[config.mk]
export PLATFORM = sky130hd
export DESIGN_NAME = uart_tx_top
export DESIGN_NICKNAME = d
export VERILOG_FILES = /design/src/hdl/uart_tx_pkg.sv /design/src/hdl/baud_gen.sv /design/src/hdl/tx_frame_fsm.sv /design/src/hdl/tx_shift_reg.sv /design/src/hdl/uart_tx_top.sv
export VERILOG_INCLUDE_DIRS = /design/src /design/src/include
export SDC_FILE = /design/constraint.sdc
export NUM_CORES = 1
export LEC_CHECK = 0
export ABC_AREA = 1
export BUFFER_PORTS_ARGS = -buffer_cell sky130_fd_sc_hd__buf_4
export CORE_MARGIN = 4
export CORE_UTILIZATION = 37
export CTS_CLUSTER_DIAMETER = 60
export DETAILED_ROUTE_END_ITERATION = 16
export GPL_ROUTABILITY_DRIVEN = 0
export GPL_TIMING_DRIVEN = 0
export PLACE_DENSITY = 0.65
export SLEW_MARGIN = 20
export SYNTH_ARGS = -nofsm -noshare
export SYNTH_HDL_FRONTEND = slang
export SYNTH_HIERARCHICAL = 1
export SYNTH_SLANG_ARGS = --single-unit
[constraint.sdc]
create_clock -name tick_i -period 3.39 [get_ports tick_i]
set_clock_uncertainty 0.1 [all_clocks]
set_input_delay 0.678 -clock tick_i [delete_from_list [all_inputs] [get_ports tick_i]]
set_output_delay 0.678 -clock tick_i [all_outputs]
set_load 0.02 [all_outputs]
[src/include/uart_tx_config.svh]
`ifndef UART_TX_CONFIG_SVH
`define UART_TX_CONFIG_SVH

// Baud divisor width, bit time is up to 2**16-1 ticks
`define UART_DIV_W 16

// Widest data field, narrower frames are masked down
`define UART_MAX_DATA_BITS 8

// Smallest legal divisor
`define UART_MIN_DIV 2

`endif

[src/hdl/uart_tx_pkg.sv]
`include "uart_tx_config.svh"

package uart_tx_pkg;

    // Data field width, DB5 maps to 5 bits
    typedef enum logic [1:0] {
        DB5 = 2'b00,
        DB6 = 2'b01,
        DB7 = 2'b10,
        DB8 = 2'b11
    } data_bits_e;

    typedef enum logic {
        STOP1 = 1'b0,
        STOP2 = 1'b1
    } stop_bits_e;

    typedef enum logic {
        PAR_EVEN = 1'b0,
        PAR_ODD  = 1'b1
    } parity_e;

    // Frame configuration, 5 bits
    typedef struct packed {
        data_bits_e data_bits;
        stop_bits_e stop_bits;
        logic       parity_en;
        parity_e    parity_type;
    } uart_cfg_t;

    typedef logic [`UART_MAX_DATA_BITS-1:0] uart_data_t;

    // Sequencer states
    typedef enum logic [2:0] {
        IDLE       = 3'b000,
        START_BIT  = 3'b001,
        DATA_BITS  = 3'b010,
        PARITY_BIT = 3'b011,
        STOP_BITS  = 3'b100
    } tx_state_t;

    // Line level source for the output flop
    typedef enum logic [1:0] {
        LINE_IDLE   = 2'b00,
        LINE_START  = 2'b01,
        LINE_DATA   = 2'b10,
        LINE_PARITY = 2'b11
    } line_sel_e;

    typedef struct packed {
        logic      load;     // Capture byte and parity
        logic      shift;    // Advance to next data bit
        line_sel_e line_sel; // Level for the coming bit
    } tx_phase_t;

endpackage

[src/hdl/baud_gen.sv]
`timescale 1ns/1ps
`include "uart_tx_config.svh"

module baud_gen (
    input  logic                   tick_i,
    input  logic                   reset_n,
    input  logic                   run_i,         // High for the whole frame
    input  logic [`UART_DIV_W-1:0] div_i,         // Ticks per bit
    output logic                   bit_strobe_o   // Last tick of each bit
);

    logic [`UART_DIV_W-1:0] div_q;     // Divisor frozen for the frame
    logic [`UART_DIV_W-1:0] cnt_q;
    logic [`UART_DIV_W-1:0] last_cnt;
    logic                   cnt_wrap;

    //////////////////////////////
    // Divisor capture
    //////////////////////////////

    // Follows div_i while idle, so the value on the start edge sticks
    always_ff @(posedge tick_i) begin
        if (!run_i)
            div_q <= div_i;
    end

    assign last_cnt = div_q - 1'b1;
    assign cnt_wrap = (cnt_q == last_cnt);

    //////////////////////////////
    // Tick counter
    //////////////////////////////

    always_ff @(posedge tick_i or negedge reset_n) begin
        if (!reset_n) begin
            cnt_q <= '0;
        end else if (!run_i || cnt_wrap) begin
            cnt_q <= '0;                  // Idle clear or start of next bit
        end else begin
            cnt_q <= cnt_q + 1'b1;
        end
    end

    assign bit_strobe_o = run_i && cnt_wrap;  // Never fires while idle

endmodule

[src/hdl/tx_frame_fsm.sv]
`timescale 1ns/1ps

module tx_frame_fsm (
    input  logic                   tick_i,
    input  logic                   reset_n,
    input  logic                   start_i,       // Host strobe
    input  uart_tx_pkg::uart_cfg_t cfg_i,
    input  logic                   bit_strobe_i,  // End of current bit
    output logic                   run_o,         // Enables the divider
    output uart_tx_pkg::tx_phase_t phase_o,       // Steers the shifter
    output logic                   busy_o,
    output logic                   done_o
);

    import uart_tx_pkg::*;

    tx_state_t  state_q;
    tx_state_t  state_d;
    uart_cfg_t  cfg_q;          // Config of the frame in flight
    logic [2:0] bit_cnt_q;      // Data or stop bit index
    logic [2:0] bit_cnt_d;
    logic [2:0] data_last;
    logic [2:0] stop_last;
    logic       accept;
    logic       frame_end;
    logic       busy_q;
    logic       done_q;

    // Starts outside IDLE are dropped silently
    assign accept = (state_q == IDLE) && start_i;

    // DB5..DB8 gives index 4..7 for the last data bit
    assign data_last = 3'd4 + {1'b0, cfg_q.data_bits};
    assign stop_last = {2'b00, cfg_q.stop_bits};   // 0 or 1

    //////////////////////////////
    // Next state
    //////////////////////////////

    always_comb begin
        state_d   = state_q;
        bit_cnt_d = bit_cnt_q;
        frame_end = 1'b0;
        case (state_q)
            IDLE: begin
                bit_cnt_d = '0;
                if (start_i)
                    state_d = START_BIT;
            end
            START_BIT: begin
                if (bit_strobe_i) begin
                    state_d   = DATA_BITS;
                    bit_cnt_d = '0;
                end
            end
            DATA_BITS: begin
                if (bit_strobe_i) begin
                    if (bit_cnt_q == data_last) begin
                        // Parity phase only when enabled
                        state_d   = cfg_q.parity_en ? PARITY_BIT : STOP_BITS;
                        bit_cnt_d = '0;
                    end else begin
                        bit_cnt_d = bit_cnt_q + 3'd1;
                    end
                end
            end
            PARITY_BIT: begin
                if (bit_strobe_i) begin
                    state_d   = STOP_BITS;
                    bit_cnt_d = '0;
                end
            end
            STOP_BITS: begin
                if (bit_strobe_i) begin
                    if (bit_cnt_q == stop_last) begin
                        state_d   = IDLE;
                        frame_end = 1'b1;    // Last stop bit done
                    end else begin
                        bit_cnt_d = bit_cnt_q + 3'd1;
                    end
                end
            end
            default: state_d = IDLE;
        endcase
    end

    //////////////////////////////
    // Phase to shifter
    //////////////////////////////

    // Line select follows the next state so tx_o moves with the state
    always_comb begin
        phase_o.load  = accept;
        phase_o.shift = (state_q == DATA_BITS) && bit_strobe_i;
        case (state_d)
            START_BIT:  phase_o.line_sel = LINE_START;
            DATA_BITS:  phase_o.line_sel = LINE_DATA;
            PARITY_BIT: phase_o.line_sel = LINE_PARITY;
            default:    phase_o.line_sel = LINE_IDLE;   // Idle and stop are high
        endcase
    end

    //////////////////////////////
    // Registers
    //////////////////////////////

    always_ff @(posedge tick_i or negedge reset_n) begin
        if (!reset_n) begin
            state_q   <= IDLE;
            bit_cnt_q <= '0;
            cfg_q     <= '0;
            busy_q    <= 1'b0;
            done_q    <= 1'b0;
        end else begin
            state_q   <= state_d;
            bit_cnt_q <= bit_cnt_d;
            if (accept)
                cfg_q <= cfg_i;               // Held for the whole frame
            busy_q    <= (state_d != IDLE);
            done_q    <= frame_end;           // One tick, as busy falls
        end
    end

    assign run_o  = (state_q != IDLE);
    assign busy_o = busy_q;
    assign done_o = done_q;

endmodule

[src/hdl/tx_shift_reg.sv]
`timescale 1ns/1ps
`include "uart_tx_config.svh"

module tx_shift_reg (
    input  logic                           tick_i,
    input  logic                           reset_n,
    input  logic [`UART_MAX_DATA_BITS-1:0] data_i,   // Raw host byte
    input  uart_tx_pkg::uart_cfg_t         cfg_i,    // Valid on the load edge
    input  uart_tx_pkg::tx_phase_t         phase_i,
    output logic                           tx_o      // Serial line
);

    import uart_tx_pkg::*;

    uart_data_t data_mask;
    uart_data_t data_masked;
    uart_data_t shift_q;
    uart_data_t shift_d;
    logic       parity_calc;
    logic       parity_q;       // Parity of the loaded byte
    logic       tx_d;
    logic       tx_q;

    //////////////////////////////
    // Masking and parity
    //////////////////////////////

    // Keep the low 5..8 bits
    always_comb begin
        for (int i = 0; i < `UART_MAX_DATA_BITS; i++) begin
            data_mask[i] = (i < (int'(cfg_i.data_bits) + 5));
        end
    end

    assign data_masked = data_i & data_mask;

    // Even parity is plain XOR, odd flips it
    assign parity_calc = (^data_masked) ^ (cfg_i.parity_type == PAR_ODD);

    //////////////////////////////
    // Shifter and line select
    //////////////////////////////

    always_comb begin
        if (phase_i.load)
            shift_d = data_masked;
        else if (phase_i.shift)
            shift_d = shift_q >> 1;           // LSB first
        else
            shift_d = shift_q;
    end

    // Look at the updated register so the new data bit lands on this edge
    always_comb begin
        case (phase_i.line_sel)
            LINE_START:  tx_d = 1'b0;
            LINE_DATA:   tx_d = shift_d[0];
            LINE_PARITY: tx_d = parity_q;
            default:     tx_d = 1'b1;         // Idle and stop
        endcase
    end

    always_ff @(posedge tick_i) begin
        shift_q <= shift_d;
        if (phase_i.load)
            parity_q <= parity_calc;
    end

    always_ff @(posedge tick_i or negedge reset_n) begin
        if (!reset_n)
            tx_q <= 1'b1;                     // Line idles high
        else
            tx_q <= tx_d;
    end

    assign tx_o = tx_q;

endmodule

[src/hdl/uart_tx_top.sv]
`timescale 1ns/1ps
`include "uart_tx_config.svh"

module uart_tx_top (
    input  logic                           tick_i,
    input  logic                           reset_n,
    input  logic                           tx_start_i,   // Ignored while busy
    input  logic [`UART_MAX_DATA_BITS-1:0] data_i,
    input  uart_tx_pkg::uart_cfg_t         cfg_i,        // Sampled on acceptance
    input  logic [`UART_DIV_W-1:0]         baud_div_i,   // Ticks per bit, min 2
    output logic                           tx_o,
    output logic                           busy_o,
    output logic                           done_o        // One tick at frame end
);

    import uart_tx_pkg::*;

    logic      run;           // Divider enable
    logic      bit_strobe;    // Bit boundary
    tx_phase_t phase;         // Sequencer to shifter

    //////////////////////////////
    // Bit timing
    //////////////////////////////

    baud_gen i_baud_gen (
        .tick_i       (tick_i),
        .reset_n      (reset_n),
        .run_i        (run),
        .div_i        (baud_div_i),
        .bit_strobe_o (bit_strobe)
    );

    //////////////////////////////
    // Frame sequencing
    //////////////////////////////

    tx_frame_fsm i_tx_frame_fsm (
        .tick_i       (tick_i),
        .reset_n      (reset_n),
        .start_i      (tx_start_i),
        .cfg_i        (cfg_i),
        .bit_strobe_i (bit_strobe),
        .run_o        (run),
        .phase_o      (phase),
        .busy_o       (busy_o),
        .done_o       (done_o)
    );

    //////////////////////////////
    // Data path
    //////////////////////////////

    // Loads on the same edge the sequencer accepts the start
    tx_shift_reg i_tx_shift_reg (
        .tick_i  (tick_i),
        .reset_n (reset_n),
        .data_i  (data_i),
        .cfg_i   (cfg_i),
        .phase_i (phase),
        .tx_o    (tx_o)
    );

endmodule

# [After elaboration in Yosys (flattened, before gate mapping)]
# Cells that the tools add are included.
[totals] reg_bits=54 elab_cells=81 input_bits=32
[classes] add_sub_neg=5 bitwise=2 magnitude_cmp=8 n_mux=23 reduce_logical=13 eq_ne=17
[op_table] cell="$lt 4x32->1 const A" count=4
[op_table] cell="$lt 3x32->1 const A" count=2
[op_table] cell="$mux 3" count=13
[op_table] cell="$lt 2x32->1 const A" count=1
[op_table] cell="$add 16x1->16 const B" count=1
[op_table] cell="$eq 16x16->1" count=1
[op_table] cell="$mux 16" count=1
[op_table] cell="$mux 8" count=2
[op_table] cell="$sub 16x1->16 const B" count=1
[op_table] cell="$pmux 3 s5" count=1
[op_table] cell="$eq 3x2->1 const B" count=4
[op_table] cell="$pmux 3 s4" count=1
[op_table] cell="$and 8x8->8" count=1
[op_table] cell="$reduce_xor 8->1" count=1
[op_table] cell="$eq 3x1->1 const B" count=2
[op_table] cell="$ne 2x1->1 const B" count=3
[op_table] cell="$pmux 2 s3" count=1
[op_table] cell="$reduce_bool 3->1" count=2
[op_table] cell="$reduce_and 5->1" count=1
[op_table] cell="$add 2x3->4 const B" count=1
[op_table] cell="$eq 2x2->1 const B" count=2
[op_table] cell="$lt 1x4->1 const A" count=1
[op_table] cell="$reduce_bool 4->1" count=1
[op_table] cell="$add 3x1->3 const B" count=1
[op_table] cell="other kinds (15)" count=19

# [Logic depth before layout (Yosys ltp)]
# Gate-level depths: netlist of the first run.
[logic_depth] word_depth=9 ltp_mapped=21 ltp_nobuf=21

# [Hierarchy]
# The synthesis of the first run kept the hierarchy.
[by_module_without_submodules] mod="baud_gen" area_per_inst_um2=2119.5 instances=1 cells_per_inst=290 seq_area_each_um2=880.8
[by_module_without_submodules] mod="tx_frame_fsm" area_per_inst_um2=733.2 instances=1 cells_per_inst=99 seq_area_each_um2=300.3
[by_module_without_submodules] mod="tx_shift_reg" area_per_inst_um2=660.6 instances=1 cells_per_inst=93 seq_area_each_um2=286.5

# [Least setup slack after synthesis of the first run]
# Ideal clock, no wire load.
[synth_timing] path_kind="register to register" from="reg i_baud_gen.div_q[0]" to="reg i_tx_shift_reg.tx_q, in the netlist i_tx_shift_reg/tx_o" synth_period_minus_slack_ps=2675 arrival_ps=2511 setup_ps=64 stages_incl_launch_ff=20 setup_slack_ps=715 n_path_buf=0 path_cell_list="edfxtp_1 inv_1 ha_1 nand3_1 nor2_4 xnor2_1 nand2_1 nor2_1 nand2_1 nor2_1 nand3_1 nor2_1 inv_1 nor2_2 inv_1 nor2_2 nand2_1 nand3_2 nor3b_2 nor2_2"
[synth_lines] item="start: declaration" line="baud_gen.sv:12" text="logic [`UART_DIV_W-1:0] div_q;"
[synth_lines] item="start signal: assignment" line="baud_gen.sv:24" text="div_q <= div_i;"
[synth_lines] item="end signal: assignment" line="tx_shift_reg.sv:73" text="tx_q <= tx_d;"
[synth_lines] item="end: declaration" line="tx_shift_reg.sv:22" text="logic tx_q;"

==> metrics.md, run 1 <==
| Metric | Value |
|---|---|
| Final Hold Viols | `0` |
| Post-synthesis area per instance | `7.29 um^2` |
| Worst-Skew Late Latency | `around 0.30 ns` |
| N_diodes | `0` |
| Ports | `35` |
| Share of cells above drive strength 1 | `17.4%` |
| Adder-cell share of the synthesized area | `1.07%` |
| Crit path cell chain | `inv_1 -> ha_1 -> nand2_1 -> nor2_1 -> nand3_1 -> nand2_1 -> nand3_1 -> nor2_1 -> nand2_1 -> nor2_1 -> nand3_1 -> nor2_2 -> inv_1 -> nor2_2 -> inv_1 -> nor2_4 -> nand2_1 -> nand3_2 -> nor3b_2 -> nor2_2` |
| CP startpoint kind | `flip-flop` |
| Syn nets | `517` |
| XOR/XNOR Fraction of Synth Area | `6.48%` |
| Total power | `1.10 mW` |
| Register area share after synthesis | `41.8%` |
| Final Setup Violations | `0` |
| Grt total ovfl | `0` |
| Slowest stage cell, crit path | `edfxtp_1` |
| Fmax | `335 MHz` |
| Initial antenna violation count | `0` |
| Compound-Gate Fraction of Synth Area | `4.06%` |
| Most frequent CP cell | `nand2_1` |
| VDD IR max | `0.129 mV` |
| Yosys reg bits | `between 50 and 60` |
| Post-synth ARST share | `between 50 and 60%` |
| Post-Syn Area | `approximately 3500 um^2` |
| Clk root buf | `clkbuf_8` |
| CTS buffer count | `5` |
| Final WS setup | `0.402 ns` |
| Postcts setup bufs | `0` |
| FF-to-FF Start | `i_baud_gen/div_q[0]$_DFFE_PN_` |
| Top delay family on crit path | `simple AND/OR/NAND/NOR gates` |
| WL per Instance | `10.9 um` |
| Via-per-instance ratio | `4.59` |
| Main combinational cell family by area after synthesis | `simple AND/OR/NAND/NOR gates` |
| Tightest Pin Transition | `0.706 ns` |
| Non-Filler Instances | `653` |
| Crit. End Element | `flip-flop` |
| Yosys Warn Count | `6` |
| Clock slew at reported path FFs | `0.09 ns` |
| Initial DRC Count | `118` |
| Residual DRC count | `0` |
| Max-cap violations | `0` |
| Routed vias | `around 3k` |
| Die W | `105 um` |
| Tmin final | `between 2 and 3 ns` |
| Crit path kind | `flip-flop to flip-flop` |
| PwrDens | `273 nW/um^2` |
| Slew headroom | `52.9%` |
| Port Buf Inserts | `34` |
| Pre-CTS WS | `approximately 0.21 ns` |
| Crit path launch | `i_baud_gen/div_q[0]$_DFFE_PN_` |
| Post-Route WL | `7.13 mm` |
| Clock Sinks | `54` |
| Post-synth EDFFs | `24` |
| Clock Tree Buf Depth | `2` |
| Pre-antenna DRT Iters | `5` |
| Max Slew Vio Count | `0` |
| # rows | `35` |
| All-Layer GR Usage | `13.2%` |
| Req. time, crit path | `3.54 ns` |
| Detailed Place HPWL | `5.71 mm` |
| Antenna viol nets, final | `0` |
| Commonest non-fill, non-tap cells in the layout | `143 x nand2_1, 76 x nor2_1, 58 x inv_1` |
| Core Area | `9240 um^2` |
| Die area | `11100 um^2` |
| Starting Density | `approximately two fifths` |
| Die H | `approximately 110 um` |
| Buffers & Inverters on Critical Path | `3` |
| Leak Pwr | `1.89 nW` |
| Largest stage delay on the critical path | `0.43 ns` |
| CTS tree | `built` |
| Area delta synth->final | `14.5%` |
| First-pass GRT wire length | `around 12 mm` |
| Primary FF master, synth | `dfrtp_1` |
| Worst Path Max Fanout | `7` |
| Cts hold-fix bufs | `0` |
| RSZ-0062 raised after global routing | `no` |
| Synth cell types | `38` |
| Multi-input gate area | `1770 um^2` |
| Most common cell after layout, fill and taps aside | `nand2_1` |
| Period Utilization, post-route | `between 80% and 90%` |
| Setup TNS | `0 ns` |
| Reg area | `between 1000 and 1500 um^2` |
| Synth Area in Simple Gates | `38.4%` |
| Post-synthesis mux area share | `0%` |
| Cells after Synth | `482` |
| HP Class | `primary input to asynchronous set/reset pin` |
| Outcome | `complete, no violations` |
| Dpl cells | `around 650` |
| H-tree depth | `2` |
| Vias in the first global route | `2869` |
| Resized cells post-CTS | `0` |
| Largest net degree at the start of global routing | `30` |
| Arrival time worst endpoint | `3.14 ns` |
| Number of fillers in the final layout | `932` |
| Layout Nets | `558` |
[kinds of logic (layout without fill, tap and decap cells)]
kind of cell | after synthesis | in the layout
flops | 54 | 54
buf+inv | 73 | 115
fa+ha+maj | 3 | 3
simple gates | 302 | 302
xor+xnor | 26 | 26
compound gates | 24 | 24
[routing by layer]
metal	wire [um]	part of all wire [%]	up-vias	GRT usage (%)
met5	0	0	-	0
met1	3220	45	1345	16.3
li1	-	-	1584	-
met4	78	1.1	0	3.47
met3	286	4.0	8	2.63
met2	3540	50	62	23.3
[power breakdown]
part	switching [mW]	total [mW]	internal, mW
clock network	0.204	0.351	0.147
registers	0	0.682	0.682
logic	0.0330	0.0662	0.0332
total	0.237	1.10	0.863
[worst paths after layout]
check | endpoint | slack, ns | cells past startpoint
worst max-delay path | i_tx_shift_reg/tx_o$_DFF_PN1_ | 0.40 | 20
worst min-delay path | i_tx_frame_fsm/cfg_q[1]$_DFFE_PN0P_ | 0.18 | 1
worst max register to register | i_tx_shift_reg/tx_o$_DFF_PN1_ | 0.40 | 20
worst min register to register | i_baud_gen/cnt_q[0]$_DFF_PN0_ | 0.40 | 1
max in group asynchronous | i_tx_shift_reg/tx_o$_DFF_PN1_ | 2.68 | 1
min in group tick_i | i_baud_gen/cnt_q[0]$_DFF_PN0_ | 0.40 | 1
[worst register-to-register path, delay by kind of cell (launching register included)]
family                     cells  cell delay (ns)
buffers and inverters          3             0.41
and+or+nand+nor               16             1.81
adders and majority gates      1             0.18
DFF                            1             0.43
[through the flow]
stage          area [um^2]  utilization (%)  hold WS [ns]
2_1_floorplan         3510                -         0.282
3_3_place_gp          3930             42.5         0.385
3_5_place_dp          3930             42.5         0.390
4_1_cts               4010             43.4         0.198
5_1_grt               4020             43.5         0.203
6_report              4020             43.5         0.183
[flip-flops by register name, summed over array words and instances (netlist names)]
signal,count
i_baud_gen/cnt_q,16
i_tx_frame_fsm/busy_o,1
i_tx_frame_fsm/cfg_q,4
i_tx_frame_fsm/bit_cnt_q,3
i_tx_frame_fsm/done_o,1
i_baud_gen/div_q,16
i_tx_shift_reg/parity_q,1
i_tx_shift_reg/tx_o,1
i_tx_frame_fsm/state_q,3
i_tx_shift_reg/shift_q,8
[Yosys cell counts (2+ instances only)]
cell type	instances	area [um^2]
o21ai_0	14	70.1
nor3_1	2	10.0
nand3_1	31	155
xor2_1	21	184
nand2_2	7	43.8
or2_2	2	12.5
nor2_1	77	289
inv_1	58	218
inv_2	9	33.8
dfrtp_1	28	701
ha_1	3	37.5
nor2_2	14	87.6
nand4_1	9	56.3
nand3_2	6	60.1
nand3b_1	3	22.5
nor2_4	3	33.8
clkinv_1	3	11.3
nand2_1	144	541
xnor2_1	5	43.8
o21ai_1	2	10.0
edfxtp_1	24	721
[final cells by class]
class	instances	share of cell area, %
Buffer	3	0.684
Clock buffer	7	1.90
Clock inverter	1	0.156
Inverter	70	6.53
Multi-Input combinational cell	355	43.9
Sequential cell	54	36.5
Tap cell	129	4.01
Timing Repair Buffer	34	6.35
No activity file was read; power rests on OpenSTA's default activity.
==> inputs of run 2 (changes only) <==
- ABC_AREA: 1 -> 0
- PLACE_DENSITY: 0.65 -> 0.66
- SETUP_SLACK_MARGIN: default -> 0.2
==> metrics.md, run 2 <==
| Metric | Value |
|---|---|
| Biggest registers after layout | `i_baud_gen/cnt_q x16, i_baud_gen/div_q x16, i_tx_shift_reg/shift_q x8` |
| Routed vias | `2244 (-25%)` |
| Ports | `35 (unchanged)` |
| Comb pwr share | `6.0% (about the same)` |
| Fmax | `290 MHz (-13%)` |
| Share of cells above drive strength 1 | `27.3% (+9.9 points)` |
| Outcome | `finished, violations left` |
| Clock Tree Buf Depth | `2 (unchanged)` |
| Synth top area share | `23.4% (+2.8 points)` |
| Final Hold Viols | `0 (unchanged)` |
| Post-Route WL | `6.31 mm (-12%)` |
| Top-count cell post-synth | `xnor2_1` |
| Crit path kind | `flip-flop to flip-flop` |
| Residual DRC count | `0 (unchanged)` |
| Met1 Resource Use GR | `16.2% (-0.046 points)` |
| Primary FF master, synth | `dfrtp_1` |
| Post-synth ARST share | `53.7% (unchanged)` |
| Slew headroom | `57.9% (+5.0 points)` |
| First-pass GRT wire length | `10.5 mm (-13%)` |
| Arrival time worst endpoint | `3.60 ns (+0.46 ns)` |
| Vias in the first global route | `2274 (-21%)` |
| Net switching power | `0.259 mW (+9.6%)` |
| P_int | `0.885 mW (+2.6%)` |
| Pre-antenna DRT Iters | `4 (-1)` |
| Main combinational cell family by area after synthesis | `simple AND/OR/NAND/NOR gates` |
| Final WS setup | `-0.0611 ns (-0.463 ns)` |
| N_diodes | `0 (unchanged)` |
| Starting Density | `37.7% (-0.28 points)` |
| Yosys reg bits | `54 (unchanged)` |
| Leak Pwr | `1.47 nW (-22%)` |
| WL per Instance | `14.3 um (+31%)` |
| Synth Area in Simple Gates | `21.1% (-17 points)` |
| Finished Cell Area | `3760 um^2 (-6.5%)` |
| Initial DRC Count | `68 (-42%)` |
| FF-to-FF Start | `i_baud_gen/div_q[0]$_DFFE_PN_` |
| Cells after Synth | `283 (-41%)` |
| Post-synthesis mux area share | `2.64% (+2.6 points)` |
| Die H | `99.3 um (-5.8%)` |
| Detailed Place HPWL | `4.41 mm (-23%)` |
| VDD IR max | `0.175 mV (+35%)` |
| Slowest stage cell, crit path | `edfxtp_1` |
| Top delay family on crit path | `simple AND/OR/NAND/NOR gates` |
| Register area share after synthesis | `47.6% (+5.8 points)` |
| Clock slew at reported path FFs | `0.11 ns (+0.02 ns)` |
| Adder-cell share of the synthesized area | `1.22% (+0.15 points)` |
| # rows | `33 (-5.7%)` |
| Number of fillers in the final layout | `766 (-18%)` |
| Area delta synth->final | `21.9%` |
| Die area | `9860 um^2 (-11%)` |
| Gr busiest metal | `met2` |
| Total power | `1.14 mW (+4.1%)` |
| Final core utilization | `46.0% (+2.5 points)` |
| Die W | `99.3 um (-5.8%)` |
| Largest net degree at the start of global routing | `30 (unchanged)` |
| Final Setup Violations | `9 (+9)` |
| Compound-Gate Fraction of Synth Area | `10.9% (+6.9 points)` |
| RSZ-0062 raised after global routing | `yes` |
| Top cells by count, synth | `30 x xnor2_1, 28 x dfrtp_1, 24 x edfxtp_1` |
| Clock Sinks | `54 (unchanged)` |
| Clk pwr share | `33.8% (+1.9 points)` |
| Cts hold-fix bufs | `0 (unchanged)` |
| Via-per-instance ratio | `5.08 (+11%)` |
| CTS tree | `built` |
| Reg2reg path depth | `15 (-25%)` |
| H-tree depth | `2 (unchanged)` |
| Met3 Use GR | `3.02% (+0.38 points)` |
| Tightest Pin Transition | `0.626 ns (-0.0804 ns)` |
| Post-synthesis area per instance | `10.9 um^2 (+50%)` |
| Port Buf Inserts | `34 (unchanged)` |
| Antenna viol nets, final | `0 (unchanged)` |
| Tmin final | `3.45 ns (+0.463 ns)` |
| Pre-CTS WS | `-0.771 ns (-0.982 ns)` |
| XOR/XNOR Fraction of Synth Area | `12.9% (+6.5 points)` |
| Crit path launch | `i_baud_gen/div_q[0]$_DFFE_PN_` |
| Period Utilization, post-route | `102% (+14 points)` |
| Post-Syn Area | `3090 um^2 (-12%)` |
| Max-cap violations | `0 (unchanged)` |
| Worst Path Max Fanout | `6 (-1)` |
| CTS buffer count | `5 (unchanged)` |
| Syn nets | `318 (-38%)` |
| Non-Filler Instances | `442 (-32%)` |
| Req. time, crit path | `3.54 ns (about the same)` |
| Dpl cells | `422 (-35%)` |
| Sequential fraction of design power | `60.2% (-1.9 points)` |
| Setup TNS | `-0.209 ns (-0.209 ns)` |
| Critical path depth in cells | `15 (-25%)` |
| Grt total ovfl | `0 (unchanged)` |
| HP Class | `primary input to asynchronous set/reset pin` |
| Worst-Skew Late Latency | `0.31 ns (about the same)` |
| Largest stage delay on the critical path | `0.43 ns (about the same)` |
| CP startpoint kind | `flip-flop` |
| Clk root buf | `clkbuf_8` |
| Post-placement cell area | `3500 um^2 (-11%)` |
| Core Area | `8180 um^2 (-12%)` |
| Max Slew Vio Count | `0 (unchanged)` |
| Post-synthesis cell type with the largest combined area | `edfxtp_1` |
| Met2 GRT Util | `22.1% (-1.2 points)` |
| Switching Fraction | `22.7% (+1.1 points)` |
| Initial antenna violation count | `0 (unchanged)` |
| PwrDens | `304 nW/um^2 (+11%)` |
| Hold_ws | `0.168 ns (-0.0154 ns)` |
| Layout Nets | `371 (-34%)` |
| Yosys Warn Count | `6 (unchanged)` |
| Crit path cell chain | `buf_4 -> inv_1 -> ha_1 -> nor4b_4 -> nand3_1 -> a2111oi_2 -> nor3_1 -> a2111oi_4 -> and2_4 -> and2b_2 -> nor3b_4 -> buf_6 -> mux2i_4 -> o211a_1 -> o21ai_1` |
| Top cells by area, synth | `edfxtp_1 23%, dfrtp_1 23%, xnor2_1 8.5%` |
| All-Layer GR Usage | `13.0% (-0.13 points)` |
| Post-synth EDFFs | `24 (unchanged)` |
| Synth cell types | `63 (+66%)` |
| Commonest non-fill, non-tap cells in the layout | `46 x buf_4, 30 x xnor2_1, 28 x dfrtp_1` |
| Failing checks | `setup timing` |
| Buffers & Inverters on Critical Path | `3 (unchanged)` |
| Most common cell after layout, fill and taps aside | `buf_4` |
| Crit. End Element | `flip-flop` |
run 2: cell types whose count changed after synthesis, moves of 18 or more:
cell,previous run,this run
nand3_1,31,11
inv_1,58,10
nor2_1,77,14
xnor2_1,5,30
nand2_1,144,23
nor3_1,2,20
run 2: final cells by class:
cell class / instances / area [um^2] / area share [%]
timing repair buffer: 46 / 349 / 9.28
multi-input combinational: 209 / 1600 / 42.5
inverter: 10 / 37.5 / 0.998
buffer: 10 / 81.3 / 2.16
tap: 105 / 131 / 3.49
clock buffer: 5 / 68.8 / 1.83
sequential: 54 / 1470 / 39.0
clock inverter: 3 / 28.8 / 0.765
run 2: power by group through the flow:
stage          combinational [mW]  sequential, mW  clock (mW)
2_1_floorplan              0.0277           0.702           0
3_3_place_gp               0.0681           0.703           0
3_5_place_dp               0.0689           0.703           0
4_1_cts                    0.0693           0.689       0.406
5_1_grt                    0.0746           0.690       0.433
6_report                   0.0687           0.690       0.387
run 2: cell families after synthesis:
| family | count (synthesis) |
|---|---|
| flops | 54 |
| fa+ha+maj | 3 |
| compound gates | 42 |
| simple gates | 114 |
| xor+xnor | 44 |
| buf+inv | 20 |
| mux | 6 |
run 2: repair_timing:
action | CTS | global route
gates resized for setup | 9 | 11
buffers inserted | 9 | 3
endpoints found under the setup margin | 23 | 23
pin swaps | 7 | 5
cloned | 0 | 0
run 2: layer usage:
metal	vias up	wire length, um
met3	11	257
met4	0	109
met5	-	0
met1	1055	2860
met2	46	3080
li1	1132	-
run 2: final timing paths:
check,end,slack [ns]
max,i_tx_shift_reg/tx_o$_DFF_PN1_,-0.06
min,i_tx_frame_fsm/busy_o$_DFF_PN0_,0.17
max reg2reg,i_tx_shift_reg/tx_o$_DFF_PN1_,-0.06
min reg2reg,i_tx_shift_reg/tx_o$_DFF_PN1_,0.41
max in group asynchronous,i_tx_shift_reg/tx_o$_DFF_PN1_,2.70
min in group tick_i,i_tx_shift_reg/tx_o$_DFF_PN1_,0.41
==> inputs of run 3 (changes only) <==
- SYNTH_HIERARCHICAL: 1 -> default
==> metrics.md, run 3 <==
| Metric | Value |
|---|---|
| Outcome | `complete, no violations` |
| Port Buf Inserts | `34 (unchanged)` |
| Post-synthesis cell type with the largest combined area | `edfxtp_1` |
| Post-placement cell area | `3390 um^2 (-3.0%)` |
| Worst R2R End | `i_tx_frame_fsm.busy_o$_DFF_PN0_` |
| Worst Path Max Fanout | `7 (+1)` |
| Synth top area share | `24.2% (+0.81 points)` |
| Post-synth ARST share | `53.7% (unchanged)` |
| Routed vias | `2242 (-0.089%)` |
| WL per Instance | `14.0 um (-1.8%)` |
| Max-cap violations | `0 (unchanged)` |
| Compound-Gate Fraction of Synth Area | `9.57% (-1.4 points)` |
| Die H | `97.8 um (-1.6%)` |
| Top cells by count, synth | `29 x nor2_1, 28 x dfrtp_1, 26 x xnor2_1` |
| Crit path launch | `i_baud_gen.div_q[2]$_DFFE_PP_` |
| Biggest registers after layout | `i_baud_gen.cnt_q x16, i_baud_gen.div_q x16, i_tx_shift_reg.shift_q x8` |
| Max Slew Vio Count | `0 (unchanged)` |
| RSZ-0062 raised after global routing | `yes` |
| PwrDens | `425 nW/um^2 (+40%)` |
| H-tree depth | `2 (unchanged)` |
| Die W | `97.8 um (-1.6%)` |
| Final Hold Viols | `0 (unchanged)` |
| Worst Setup EP | `i_tx_frame_fsm.busy_o$_DFF_PN0_` |
| Synth cell types | `54 (-14%)` |
| Post-synthesis mux area share | `2.10% (-0.54 points)` |
| Clock slew at reported path FFs | `0.10 ns (about the same)` |
| Req. time, crit path | `3.53 ns (about the same)` |
| Starting Density | `38.4% (+0.64 points)` |
| Top-count cell post-synth | `nor2_1` |
| Top cells by area, synth | `edfxtp_1 24%, dfrtp_1 23%, xnor2_1 7.6%` |
| Adder-cell share of the synthesized area | `1.26% (+0.042 points)` |
| Largest net degree at the start of global routing | `30 (unchanged)` |
| Worst reg2reg setup slack | `0.007 ns (+0.07 ns)` |
| Cells after Synth | `288 (+1.8%)` |
| Pre-CTS WS | `-0.211 ns (+0.560 ns)` |
| Clock Tree Buf Depth | `2 (unchanged)` |
| Commonest non-fill, non-tap cells in the layout | `42 x buf_4, 28 x nor2_1, 28 x dfrtp_1` |
| Main combinational cell family by area after synthesis | `simple AND/OR/NAND/NOR gates` |
| Primary FF master, synth | `dfrtp_1` |
| Clock Sinks | `54 (unchanged)` |
| Final WS setup | `0.00656 ns (+0.0677 ns)` |
| Area delta synth->final | `22.2%` |
| Period Utilization, post-route | `99.8% (-2.0 points)` |
| Post-synthesis area per instance | `10.4 um^2 (-5.0%)` |
| Via-per-instance ratio | `5.07 (about the same)` |
| VDD IR max | `0.227 mV (+30%)` |
| Number of fillers in the final layout | `759 (-0.91%)` |
| Tmin final | `3.38 ns (-0.0677 ns)` |
| Vias in the first global route | `2260 (-0.62%)` |
| Layout Nets | `374 (+0.81%)` |
| Initial antenna violation count | `0 (unchanged)` |
| HP Class | `primary input to asynchronous set/reset pin` |
| Setup TNS | `0 ns (+0.209 ns)` |
| Post-synth EDFFs | `24 (unchanged)` |
| All-Layer GR Usage | `13.1% (+0.11 points)` |
| First-pass GRT wire length | `10.3 mm (-1.5%)` |
| Synth Area in Simple Gates | `20.0% (-1.1 points)` |
| Reg2reg path depth | `11 (-4)` |
| Post-Route WL | `6.20 mm (-1.8%)` |
| Tightest Pin Transition | `0.577 ns (-0.0489 ns)` |
| Worst-Skew Late Latency | `0.31 ns (about the same)` |
| Yosys reg bits | `54 (unchanged)` |
| Ports | `35 (unchanged)` |
| Fmax | `296 MHz (+2.0%)` |
| Pre-antenna DRT Iters | `4 (unchanged)` |
| CTS tree | `built` |
| Leak Pwr | `1.49 nW (+1.1%)` |
| Hold_ws | `0.176 ns (+0.00833 ns)` |
| CP startpoint kind | `flip-flop` |
| Slew headroom | `61.2% (+3.3 points)` |
| Arrival time worst endpoint | `3.52 ns (-0.08 ns)` |
| FF-to-FF Start | `i_baud_gen.div_q[2]$_DFFE_PP_` |
| Core Area | `7770 um^2 (-5.0%)` |
| Total power | `1.55 mW (+35%)` |
| Final Setup Violations | `0 (-9)` |
| Post-Syn Area | `2980 um^2 (-3.4%)` |
| Antenna viol nets, final | `0 (unchanged)` |
| Syn nets | `323 (+1.6%)` |
| # rows | `32 (-3.0%)` |
| Most common cell after layout, fill and taps aside | `buf_4` |
| CTS buffer count | `5 (unchanged)` |
| Register area share after synthesis | `49.2% (+1.7 points)` |
| Detailed Place HPWL | `4.41 mm (about the same)` |
| N_diodes | `0 (unchanged)` |
| Crit. End Element | `flip-flop` |
| Initial DRC Count | `112 (+65%)` |
| XOR/XNOR Fraction of Synth Area | `14.4% (+1.5 points)` |
| Cts hold-fix bufs | `0 (unchanged)` |
| Crit path kind | `flip-flop to flip-flop` |
| Grt total ovfl | `0 (unchanged)` |
| Clk root buf | `clkbuf_8` |
| Residual DRC count | `0 (unchanged)` |
| Finished Cell Area | `3640 um^2 (-3.2%)` |
| Share of cells above drive strength 1 | `23.8% (-3.5 points)` |
| Yosys Warn Count | `0 (-6)` |
| Die area | `9560 um^2 (-3.1%)` |
## run 3: how the worst min path moves through the flow
stage,slack (ns),from,endpoint,depth (start not counted)
finish,0.18,reset_n,i_baud_gen.cnt_q[12]$_DFF_PN0_,1
global route,0.19,reset_n,i_baud_gen.cnt_q[12]$_DFF_PN0_,1
CTS,0.18,reset_n,i_baud_gen.cnt_q[12]$_DFF_PN0_,1
detailed placement,0.39,i_tx_frame_fsm.cfg_q[3]$_DFFE_PN0P_,i_tx_frame_fsm.cfg_q[3]$_DFFE_PN0P_,2
global placement,0.38,i_tx_frame_fsm.cfg_q[3]$_DFFE_PN0P_,i_tx_frame_fsm.cfg_q[3]$_DFFE_PN0P_,2
floorplan,0.28,reset_n,i_baud_gen.cnt_q[0]$_DFF_PN0_,0
## run 3: power by group
part / internal (mW) / switching, mW / leakage (nW) / total, mW
Combinational: 0.148 / 0.143 / 0.825 / 0.291
Clock: 0.221 / 0.216 / 0.0514 / 0.437
Sequential: 0.753 / 0.0669 / 0.610 / 0.820
Total: 1.12 / 0.426 / 1.49 / 1.55
## run 3: timing repair
| action | CTS | global route |
|---|---|---|
| pin swaps | 5 | 7 |
| resized for setup | 9 | 12 |
| setup buffers | 7 | 2 |
| setup endpoints to repair | 29 | 38 |
## run 3: logic make-up after synthesis
family | after synthesis
AOI/OAI and AO/OA | 41
xor gates and xnor gates | 46
adders and majority gates | 3
buffers and inverters | 25
DFF | 54
muxes | 6
and+or+nand+nor | 113
## run 3: layout make-up
class,count,area [um^2],share of cell area [%]
Timing Repair Buffer,44,338,9.27
Sequential cell,54,1470,40.3
Clock buffer,6,72.6,1.99
Multi-Input combinational cell,209,1480,40.6
Clock inverter,2,37.5,1.03
Tap cell,102,128,3.50
Buffer,11,67.6,1.85
Inverter,14,52.6,1.44
## run 3: worst max-delay path, cell delays in order (launching register included)
cell and delay [ns]:
edfxtp_1 0.53, or4_1 0.54, buf_6 0.15, or4_4 0.41, a21oi_2 0.15, o32ai_1 0.10
or4_4 0.44, buf_6 0.15, buf_4 0.15, mux2_2 0.31, and3_1 0.17, a21oi_1 0.11
## run 3: metal layers
layer	vias to the layer above	global-route usage (%)	share of wire, %	wire length, um
met5	-	0	0	0
met4	0	5.54	2.0	121
met3	9	2.79	3.4	208
met2	37	21.4	48	2950
met1	1075	17.0	47	2910
li1	1121	-	-	-
## run 3: per-stage QoR
stage	utilization, %	instances
floorplan	-	288
global placement	43.5	424
detailed placement	43.7	425
CTS	46.1	440
global route	46.9	442
finish	46.9	442
